## src/logic/eeprom_config.svh

```systemverilog
`ifndef EEPROM_CONFIG_SVH
`define EEPROM_CONFIG_SVH

`define EE_ADDR_W       11
`define EE_DATA_W       8
`define EE_QUARTER      4
`define EE_DEVICE_CODE  4'b1010

`endif

```

## src/logic/eeprom_pkg.sv

```systemverilog
package eeprom_pkg;

    // one bus unit as run by the timer and shifter
    typedef enum logic [1:0] {
        UNIT_START,
        UNIT_BYTE_OUT,
        UNIT_BYTE_IN,
        UNIT_STOP
    } unit_kind_t;

    typedef enum logic [3:0] {
        ST_IDLE,
        ST_START,
        ST_CTRL_W,
        ST_ADDR,
        ST_DATA_W,
        ST_RESTART,   // repeated start of a random read
        ST_CTRL_R,
        ST_DATA_R,
        ST_STOP,
        ST_DONE
    } seq_state_t;

endpackage

```

## src/logic/eeprom_sequencer.sv

```systemverilog
`timescale 1ns/1ps
`include "eeprom_config.svh"

module eeprom_sequencer
    import eeprom_pkg::*;
(
    input  logic                  CLK,
    input  logic                  RESET,
    input  logic                  wr,
    input  logic                  rd,
    input  logic [`EE_ADDR_W-1:0] addr,
    input  logic [`EE_DATA_W-1:0] wdata,
    input  logic                  unit_done,
    input  logic [`EE_DATA_W-1:0] rx_byte,
    output logic                  start_unit,
    output unit_kind_t            unit_kind,
    output logic                  load,
    output logic [`EE_DATA_W-1:0] load_byte,
    output logic [`EE_DATA_W-1:0] rdata,
    output logic                  done,
    output logic                  busy
);
    seq_state_t            state;
    seq_state_t            next_state;
    unit_kind_t            next_kind;
    logic                  step;
    logic                  accept;
    logic                  op_read;
    logic [`EE_ADDR_W-1:0] addr_q;
    logic [`EE_DATA_W-1:0] wdata_q;

    assign step   = (next_state != state);
    assign accept = (state == ST_IDLE) && (wr || rd);

    always_comb
    begin
        next_state = state;
        case (state)
            ST_IDLE:
                if (wr || rd)
                    next_state = ST_START;
            ST_START:
                if (unit_done)
                    next_state = ST_CTRL_W;
            ST_CTRL_W:
                if (unit_done)
                    next_state = ST_ADDR;
            ST_ADDR:
                if (unit_done)
                    next_state = op_read ? ST_RESTART : ST_DATA_W;
            ST_DATA_W:
                if (unit_done)
                    next_state = ST_STOP;
            ST_RESTART:
                if (unit_done)
                    next_state = ST_CTRL_R;
            ST_CTRL_R:
                if (unit_done)
                    next_state = ST_DATA_R;
            ST_DATA_R:
                if (unit_done)
                    next_state = ST_STOP;
            ST_STOP:
                if (unit_done)
                    next_state = ST_DONE;
            ST_DONE:
                next_state = ST_IDLE;
            default:
                next_state = ST_IDLE;
        endcase
    end

    always_comb
    begin
        case (next_state)
            ST_CTRL_W, ST_ADDR, ST_DATA_W, ST_CTRL_R:
                next_kind = UNIT_BYTE_OUT;
            ST_DATA_R:
                next_kind = UNIT_BYTE_IN;
            ST_STOP:
                next_kind = UNIT_STOP;
            default:
                next_kind = UNIT_START;
        endcase
    end

    always_ff @(posedge CLK)
    begin
        if (RESET)
        begin
            state      <= ST_IDLE;
            start_unit <= 1'b0;
            unit_kind  <= UNIT_START;
            load       <= 1'b0;
            done       <= 1'b0;
            busy       <= 1'b0;
        end
        else
        begin
            state      <= next_state;
            // next unit begins right after the previous one ends
            start_unit <= step && next_state != ST_IDLE && next_state != ST_DONE;
            load       <= step && next_kind == UNIT_BYTE_OUT && next_state != ST_IDLE
                          && next_state != ST_DONE;
            done       <= step && next_state == ST_DONE;
            if (step)
                unit_kind <= next_kind;

            if (accept)
                busy <= 1'b1;
            else if (state == ST_DONE)
                busy <= 1'b0;   // falls with done
        end
    end

    always_ff @(posedge CLK)
    begin
        if (accept)
        begin
            op_read <= !wr;   // write wins when both are high
            addr_q  <= addr;
            wdata_q <= wdata;
        end

        if (step)
        begin
            case (next_state)
                ST_CTRL_W:
                    load_byte <= {`EE_DEVICE_CODE, addr_q[`EE_ADDR_W-1:8], 1'b0};
                ST_CTRL_R:
                    load_byte <= {`EE_DEVICE_CODE, addr_q[`EE_ADDR_W-1:8], 1'b1};
                ST_ADDR:
                    load_byte <= addr_q[7:0];
                ST_DATA_W:
                    load_byte <= wdata_q;
                default:
                    load_byte <= load_byte;
            endcase
        end

        if (state == ST_DATA_R && unit_done)
            rdata <= rx_byte;
    end

endmodule

```

## src/logic/scl_bit_timer.sv

```systemverilog
`timescale 1ns/1ps
`include "eeprom_config.svh"

module scl_bit_timer
    import eeprom_pkg::*;
(
    input  logic       CLK,
    input  logic       RESET,
    input  logic       start_unit,
    input  unit_kind_t unit_kind,
    output logic       scl,
    output logic       change_tick,
    output logic       sample_tick,
    output logic [3:0] bit_index,
    output logic       unit_done
);
    localparam int QW = $clog2(`EE_QUARTER);

    logic          active;
    logic [QW-1:0] q_cnt;
    logic [1:0]    phase;
    logic [3:0]    bit_cnt;
    logic          run;
    logic [QW-1:0] cur_q;
    logic [1:0]    cur_phase;
    logic          quarter_end;
    logic          last_period;

    // the start_unit cycle already counts as quarter 0
    assign run       = active | start_unit;
    assign cur_q     = start_unit ? '0 : q_cnt;
    assign cur_phase = start_unit ? 2'd0 : phase;
    assign bit_index = start_unit ? 4'd0 : bit_cnt;

    assign quarter_end = run && (cur_q == QW'(`EE_QUARTER - 1));
    assign last_period = (unit_kind == UNIT_START || unit_kind == UNIT_STOP) ?
                         1'b1 : (bit_index == 4'd8);

    assign change_tick = quarter_end && (cur_phase == 2'd0);   // middle of scl low
    assign sample_tick = quarter_end && (cur_phase == 2'd2);   // middle of scl high
    assign unit_done   = quarter_end && (cur_phase == 2'd3) && last_period;
    assign scl         = run ? cur_phase[1] : 1'b1;   // parked high between operations

    always_ff @(posedge CLK)
    begin
        if (RESET || unit_done)
        begin
            active  <= 1'b0;
            q_cnt   <= '0;
            phase   <= 2'd0;
            bit_cnt <= 4'd0;
        end
        else if (run)
        begin
            active <= 1'b1;
            if (quarter_end)
            begin
                q_cnt   <= '0;
                phase   <= cur_phase + 2'd1;   // wraps into next period
                bit_cnt <= (cur_phase == 2'd3) ? bit_index + 4'd1 : bit_index;
            end
            else
            begin
                q_cnt   <= cur_q + 1'b1;
                phase   <= cur_phase;
                bit_cnt <= bit_index;
            end
        end
    end

endmodule

```

## src/logic/sda_shifter.sv

```systemverilog
`timescale 1ns/1ps
`include "eeprom_config.svh"

module sda_shifter
    import eeprom_pkg::*;
(
    input  logic                  CLK,
    input  logic                  RESET,
    input  logic                  load,
    input  logic [`EE_DATA_W-1:0] load_byte,
    input  unit_kind_t            unit_kind,
    input  logic                  change_tick,
    input  logic                  sample_tick,
    input  logic [3:0]            bit_index,
    input  logic                  sda_in,
    output logic                  sda_pull_low,
    output logic [`EE_DATA_W-1:0] rx_byte
);
    logic [`EE_DATA_W-1:0] tx_shift;
    logic                  data_bit;

    assign data_bit = (bit_index < 4'(`EE_DATA_W));   // low for the ninth bit

    always_ff @(posedge CLK)
    begin
        if (load)
            tx_shift <= load_byte;
        else if (change_tick && unit_kind == UNIT_BYTE_OUT && data_bit)
            tx_shift <= {tx_shift[`EE_DATA_W-2:0], 1'b0};

        // msb first
        if (sample_tick && unit_kind == UNIT_BYTE_IN && data_bit)
            rx_byte <= {rx_byte[`EE_DATA_W-2:0], sda_in};
    end

    always_ff @(posedge CLK)
    begin
        if (RESET)
            sda_pull_low <= 1'b0;
        else if (change_tick)
        begin
            case (unit_kind)
                UNIT_BYTE_OUT:
                    sda_pull_low <= data_bit && !tx_shift[`EE_DATA_W-1];
                UNIT_STOP:
                    sda_pull_low <= 1'b1;   // low before scl rises
                default:
                    sda_pull_low <= 1'b0;   // released so a read ends with a nack
            endcase
        end
        else if (sample_tick)
        begin
            if (unit_kind == UNIT_START)
                sda_pull_low <= 1'b1;   // falling sda with scl high
            else if (unit_kind == UNIT_STOP)
                sda_pull_low <= 1'b0;   // rising sda with scl high
        end
    end

endmodule

```

## src/logic/eeprom_master.sv

```systemverilog
`timescale 1ns/1ps
`include "eeprom_config.svh"

module eeprom_master
    import eeprom_pkg::*;
(
    input  logic                  CLK,
    input  logic                  RESET,
    input  logic                  wr,
    input  logic                  rd,
    input  logic [`EE_ADDR_W-1:0] addr,
    input  logic [`EE_DATA_W-1:0] wdata,
    output logic [`EE_DATA_W-1:0] rdata,
    output logic                  done,
    output logic                  busy,
    output logic                  scl,
    output logic                  sda_pull_low,
    input  logic                  sda_in
);
    logic                  start_unit;
    unit_kind_t            unit_kind;
    logic                  unit_done;
    logic                  change_tick;
    logic                  sample_tick;
    logic [3:0]            bit_index;
    logic                  load;
    logic [`EE_DATA_W-1:0] load_byte;
    logic [`EE_DATA_W-1:0] rx_byte;

    eeprom_sequencer i_sequencer (
        .CLK        (CLK),
        .RESET      (RESET),
        .wr         (wr),
        .rd         (rd),
        .addr       (addr),
        .wdata      (wdata),
        .unit_done  (unit_done),
        .rx_byte    (rx_byte),
        .start_unit (start_unit),
        .unit_kind  (unit_kind),
        .load       (load),
        .load_byte  (load_byte),
        .rdata      (rdata),
        .done       (done),
        .busy       (busy)
    );

    scl_bit_timer i_timer (
        .CLK         (CLK),
        .RESET       (RESET),
        .start_unit  (start_unit),
        .unit_kind   (unit_kind),
        .scl         (scl),
        .change_tick (change_tick),
        .sample_tick (sample_tick),
        .bit_index   (bit_index),
        .unit_done   (unit_done)
    );

    sda_shifter i_shifter (
        .CLK          (CLK),
        .RESET        (RESET),
        .load         (load),
        .load_byte    (load_byte),
        .unit_kind    (unit_kind),
        .change_tick  (change_tick),
        .sample_tick  (sample_tick),
        .bit_index    (bit_index),
        .sda_in       (sda_in),
        .sda_pull_low (sda_pull_low),
        .rx_byte      (rx_byte)
    );

endmodule

```

## config.mk

```make
export PLATFORM = sky130hd
export DESIGN_NAME = eeprom_master
export DESIGN_NICKNAME = d
export VERILOG_FILES = /design/src/logic/eeprom_pkg.sv /design/src/logic/eeprom_sequencer.sv /design/src/logic/scl_bit_timer.sv /design/src/logic/sda_shifter.sv /design/src/logic/eeprom_master.sv
export VERILOG_INCLUDE_DIRS = /design/src /design/src/logic
export SDC_FILE = /design/constraint.sdc
export NUM_CORES = 1
export LEC_CHECK = 0
export ABC_AREA = 1
export BUFFER_PORTS_ARGS = -buffer_cell sky130_fd_sc_hd__buf_2
export CAP_MARGIN = 40
export CORE_ASPECT_RATIO = 1.75
export CORE_UTILIZATION = 55
export CTS_BUF_LIST = sky130_fd_sc_hd__clkbuf_2
export DETAILED_ROUTE_END_ITERATION = 7
export PLACE_DENSITY = 0.76
export SLEW_MARGIN = 30
export SYNTH_ARGS = -nofsm -noshare
export SYNTH_HDL_FRONTEND = slang
export SYNTH_SLANG_ARGS = --single-unit
```

## constraint.sdc

```tcl
create_clock -name CLK -period 3.71 [get_ports CLK]
set_clock_uncertainty 0.05 [all_clocks]
set_input_delay 0.742 -clock CLK [delete_from_list [all_inputs] [get_ports CLK]]
set_output_delay 0.742 -clock CLK [all_outputs]
set_load 0.01 [all_outputs]
```

==> flow_summary.toml, run 1 <==
[synth]
syn_area_mm2 = 0.00318
synthTopCellsByArea = "edfxtp_1, dfxtp_1, nand2_1"
synthTopCellsByCount = "nand2_1, edfxtp_1, inv_1"
synth_ff_type = "edfxtp_1"
synth_top_cell_area_share_pct = 49.2
syn_area_per_cell_um2 = 10.1
async_flop_share_pct = 0
synth-seq-cells = 72
synthCells = 313
yosys.area.top_type = "edfxtp_1"
seq_area_frac_synth_pct = 61.8
synth.most_common_cell = "nand2_1"
synth_cell_type_count = 32
synth_nets = 348
synth_edf_count = 52
ys_warn_count = 0

[setup_path]
cp_max_fo = 14
r2r-start = "i_sequencer.start_unit$_SDFF_PP0_"
required_ns = 3.85
crit_end = "i_sequencer.load_byte[2]$_DFFE_PP_"
rrSetupSlack_ns = 0.50
arrival_ns = 3.35
crit_start = "i_sequencer.start_unit$_SDFF_PP0_"
worstReg2RegEnd = "i_sequencer.load_byte[2]$_DFFE_PP_"
cp-end-kind = "flop"
start_kind = "flop"
rr_worst_depth = 14
path_class = "flop to flop"

[cts]
htreeDepth = 3
cts_buffer_depth = 2
cts_buffers = 9
path_clk_slew_ns = 0.19
cts_sinks = 72
ctsHoldBuffers = 0
cts_root_buffer = "clkbuf_2"
clkLatencyLatePin_ns = 0.50
cts_tree = "yes"

[timing]
drv_slew = 0
fin_setup_tns_ns = 0
setup_viol = 0
max_freq_ghz = 0.312
slew_headroom_pct = 55.7
hold_viol_final = 0
min_period_ns = 3.21
rsz0062_at_grt = "false"
worst_pin_slew_ns = 0.661
period_share_pct = 86.5

[floorplan]
die_h_um = 103
start_util_pct = 56.9
io_pins = 36
core_area_mm2 = 0.00559
die_area_mm2 = 0.00609
rows = 36
die_x_um = 59.4

[cells_and_area]
nFillCells = 488
antenna_cells = 0
synthToLayoutAreaGrowth_pct = 11.0
stdcell_count = 437
fin_util_pct = 63.1
final_nets = 391
multi_input_area_mm2 = 0.00102
seqCellArea_mm2 = 0.00196
fin_area_mm2 = 0.00353
drive_above_1_share_pct = 19.1

[global_route]
antenna_found_initial = 0
grt_pass1_wl_um = 8350
grt_usage_pct = 19.3
grt_pass1_vias = 2088
grt_max_degree = 22
grt_overflow = 0

[pwr]
power.total_uw = 1360
ir_worst_vdd_uv = 251
power_density_mw_per_mm2 = 386
p_leak_uw = 0.00152

[detailed_routing]
num_vias = 2214
dr.pass1.iters = 4
ant_nets = 0
drc = 0
drt_wl_total_um = 5140
wl_per_cell_um = 11.8
drtIter0Drc = 50
drt-vias-per-instance = 5.07

[placement]
dp_hpwl_um = 3940
placed_cell_area_mm2 = 0.00343
place_congestion = 0.926
dp.cells = 421
portBuffers = 35

[min_path]
hp-class = "primary input to flop"

[run]
max_cap_viol_count = 0

[status]
status = "finished clean"
power breakdown:
part | internal, uW | total [uW] | switching, uW
clock | 87.1 | 354 | 267
sequential | 888 | 903 | 14.7
combinational | 36.7 | 106 | 69.3
total | 1010 | 1360 | 351
what timing repair did:
item / 4_1_cts / 5_1_grt
setup buffers: 0 / 0
endpoints found under the hold margin: 0 / 0
gates resized for setup: 0 / 1
endpoints found under the setup margin: 0 / 8
logic make-up after synthesis:
group / Yosys count / synth area share [%]
flip-flops: 72 / 61.8
AND/OR/NAND/NOR: 159 / 23.5
AO/OA/AOI/OAI: 22 / 4.22
buffers and inverters: 49 / 6.19
adder cells (fa/ha/maj): 11 / 4.33
critical path, stage by stage, from the launching register on:
cell and delay (ns):
dfxtp_1 0.45, inv_1 0.13, nand2_1 0.10, inv_1 0.10
ha_1 0.17, inv_1 0.07, nor3_4 0.33, nand2_4 0.14
a21oi_2 0.19, nand3_2 0.28, nor2_4 0.31, nand2_1 0.11
nand3b_1 0.11, inv_1 0.07, nor2_2 0.29
cell type report:
| type | count | share of cell area [%] |
|---|---|---|
| clock buffers | 9 | 1.28 |
| repair buffers | 37 | 5.39 |
| inverters | 44 | 4.68 |
| well taps | 76 | 2.70 |
| clock inverters | 7 | 1.31 |
| multi-input cells | 192 | 29.0 |
| flip-flops and latches | 72 | 55.6 |
layer usage:
layer | track usage [%] | routed length, um | vias to the layer above
li1 | - | - | 1129
met1 | 15.9 | 1880 | 1014
met2 | 36.6 | 2870 | 53
met3 | 5.40 | 186 | 18
met4 | 14.3 | 208 | 0
met5 | 0 | 0 | -
sequential cells by signal, summed over array words and instances (netlist names), 2 cells and up:
register               flops
i_sequencer.addr_q        11
i_sequencer.load_byte      8
i_sequencer.rdata          8
i_sequencer.wdata_q        8
i_shifter.rx_byte          8
i_shifter.tx_shift         8
i_sequencer.state          4
i_timer.bit_cnt            4
i_sequencer.unit_kind      2
i_timer.phase              2
i_timer.q_cnt              2
per-stage QoR:
| step | hold WS, ns | setup WS, ns |
|---|---|---|
| after floorplan | 0.350 | 0.662 |
| after global placement | 0.361 | 0.533 |
| after detailed placement | 0.365 | 0.384 |
| after CTS | 0.283 | 0.369 |
| after global routing | 0.291 | 0.178 |
| final | 0.352 | 0.502 |
cells in the final DEF, fill, tap and decap left out, types with 5 or more instances in the layout:
cell type	instances
clkbuf_2	9
nand2_1	74
a21oi_1	8
dfxtp_1	20
nand4_1	9
inv_1	43
o21ai_0	5
edfxtp_1	52
buf_2	35
nor2_1	28
nand3_1	26
ha_1	11
worst min path at each step:
stage,from,to,slack [ns],cells past startpoint
after CTS,wdata[3],i_sequencer.wdata_q[3]$_DFFE_PP_,0.28,1
after global routing,addr[8],i_sequencer.addr_q[8]$_DFFE_PP_,0.29,1
after global placement,i_shifter.rx_byte[7]$_DFFE_PP_,i_sequencer.rdata[7]$_DFFE_PP_,0.36,0
final,wdata[2],i_sequencer.wdata_q[2]$_DFFE_PP_,0.35,1
after detailed placement,i_shifter.rx_byte[7]$_DFFE_PP_,i_sequencer.rdata[7]$_DFFE_PP_,0.36,0
after floorplan,i_shifter.rx_byte[7]$_DFFE_PP_,i_sequencer.rdata[7]$_DFFE_PP_,0.35,0
Power figures use the tool's default switching activity.
==> run 2, diff against run 1 <==
--- a/config.mk
+++ b/config.mk
@@ -14,6 +14,7 @@
 export CTS_BUF_LIST = sky130_fd_sc_hd__clkbuf_2
 export DETAILED_ROUTE_END_ITERATION = 7
 export PLACE_DENSITY = 0.76
+export SKIP_LAST_GASP = 1
 export SLEW_MARGIN = 30
 export SYNTH_ARGS = -nofsm -noshare
 export SYNTH_HDL_FRONTEND = slang
==> constraint.sdc (replaced) <==
create_clock -name CLK -period 3 [get_ports CLK]
set_clock_uncertainty 0.05 [all_clocks]
set_input_delay 0.6 -clock CLK [delete_from_list [all_inputs] [get_ports CLK]]
set_output_delay 0.6 -clock CLK [all_outputs]
set_load 0.01 [all_outputs]
==> flow_summary.toml, run 2 (synthesis gave the netlist of run 1 again) <==
[cells_and_area]
top_register = "i_sequencer.addr_q"
final_nets = 397
antenna_cells = 0
final_common_cell = "nand2_1"
nFillCells = 478
final_cell_mix = "nand2_1, edfxtp_1, inv_1, buf_2, nor2_1"
largest_reg_flops = 11
drive_above_1_share_pct = 21.0
synthToLayoutAreaGrowth_pct = 15.0

[min_path]
whs_path_depth = 1
hp-class = "primary input to flop"

[cts]
cts_setup_buffers = 0
cts_sinks = 72
cts_buffer_depth = 2
cts_buffers = 9
path_clk_slew_ns = 0.21
htreeDepth = 3
cts_root_buffer = "clkbuf_2"
clkLatencyLatePin_ns = 0.50
cts_tree = "yes"

[setup_path]
cp-end-kind = "flop"
start_kind = "flop"
cp_max_fo = 11
required_ns = 3.18
critical-path-max-stage-delay_ns = 0.42
path_class = "flop to flop"
crit_path_cell_trace = "inv_1 > nand2_1 > inv_1 > ha_1 > inv_1 > nor3_4 > nand2_4 > a21oi_2 > nand3_4 > nor2_1 > nand3b_1 > inv_1 > nor2_1 > buf_4"
worst_path_max_delay_cell = "dfxtp_2"
worst_path_most_repeated_cell = "inv_1"
arrival_ns = 2.88
rr_worst_depth = 14

[run]
max_cap_viol_count = 0

[global_route]
grt_pass1_wl_um = 9060
grt_max_degree = 22
antenna_found_initial = 0
grt_overflow = 0
grt_usage_pct = 20.6
grt_pass1_vias = 2224

[pwr]
ir_worst_vdd_uv = 537
power_density_mw_per_mm2 = 538
p_leak_uw = 0.00159

[timing]
rsz0062_at_grt = "false"
fin_setup_tns_ns = 0
period_share_pct = 89.9
slew_headroom_pct = 57.3
worst_pin_slew_ns = 0.638
min_period_ns = 2.70
setup_viol = 0
fin_ws_ns = 0.304
max_freq_ghz = 0.371
hold_viol_final = 0
drv_slew = 0

[floorplan]
rows = 36
core_area_mm2 = 0.00559
die_x_um = 59.4
die_h_um = 103
io_pins = 36
start_util_pct = 56.9
die_area_mm2 = 0.00609

[placement]
dp_hpwl_um = 3930
dp_slack_ns = 0.203
place_congestion = 0.921
portBuffers = 35

[detailed_routing]
num_vias = 2240
drt-vias-per-instance = 5.06
drt_wl_total_um = 5310
dr.pass1.iters = 4
wl_per_cell_um = 12.0
drc = 0
drtIter0Drc = 59
ant_nets = 0

[status]
status = "finished clean"
[run 2: worst max-delay path: cells and delay by family (launching register included)]
kind	cells	cell delay, ns
AOI/OAI and AO/OA	1	0.21
adders and majority gates	1	0.17
buffers and inverters	5	0.51
DFF	1	0.42
and+or+nand+nor	7	1.06
[run 2: stage by stage]
step | cells | hold WS, ns | power (uW) | cell area [um^2] | utilization [%]
after global placement | 427 | 0.363 | 1270 | 3480 | 62.3
after CTS | 443 | 0.157 | 1980 | 3640 | 65.2
after floorplan | 313 | 0.350 | 1230 | 3180 | -
final | 443 | 0.209 | 1960 | 3650 | 65.4
after global routing | 443 | 0.142 | 2040 | 3650 | 65.4
after detailed placement | 427 | 0.364 | 1270 | 3480 | 62.3
[run 2: worst paths after layout]
check / start / endpoint / slack, ns
setup / recovery: i_sequencer.start_unit$_SDFF_PP0_ / i_sequencer.load_byte[7]$_DFFE_PP_ / 0.30
setup reg to reg: i_sequencer.start_unit$_SDFF_PP0_ / i_sequencer.load_byte[7]$_DFFE_PP_ / 0.30
hold reg to reg: i_shifter.rx_byte[7]$_DFFE_PP_ / i_sequencer.rdata[7]$_DFFE_PP_ / 0.40
hold / removal: sda_in / i_shifter.rx_byte[0]$_DFFE_PP_ / 0.21
[run 2: routing by layer]
layer  global-route usage, %  routed length [um]
met1                    19.6                1970
met2                    38.2                3000
met3                    3.89                 170
met4                    14.1                 168
met5                       0                   0
[run 2: area by class of cell]
| cell class | count | area (um^2) | share of cell area (%) |
|---|---|---|---|
| sequential | 72 | 1960 | 53.8 |
| inverter | 44 | 165 | 4.52 |
| timing repair buffer | 43 | 235 | 6.44 |
| multi-input combinational | 192 | 1030 | 28.1 |
| tap | 76 | 95.1 | 2.60 |
| clock inverter | 6 | 116 | 3.19 |
| clock buffer | 10 | 50.0 | 1.37 |
[run 2: what timing repair did]
action | in CTS | in global routing
resized for setup | 0 | 2
setup endpoints to repair | 0 | 8
hold buffers | 0 | 0
[run 2: power by group]
| part | total, uW | internal [uW] | switching, uW |
|---|---|---|---|
| clock network | 708 | 369 | 339 |
| registers | 1120 | 1100 | 18.0 |
| logic | 138 | 52.1 | 85.9 |
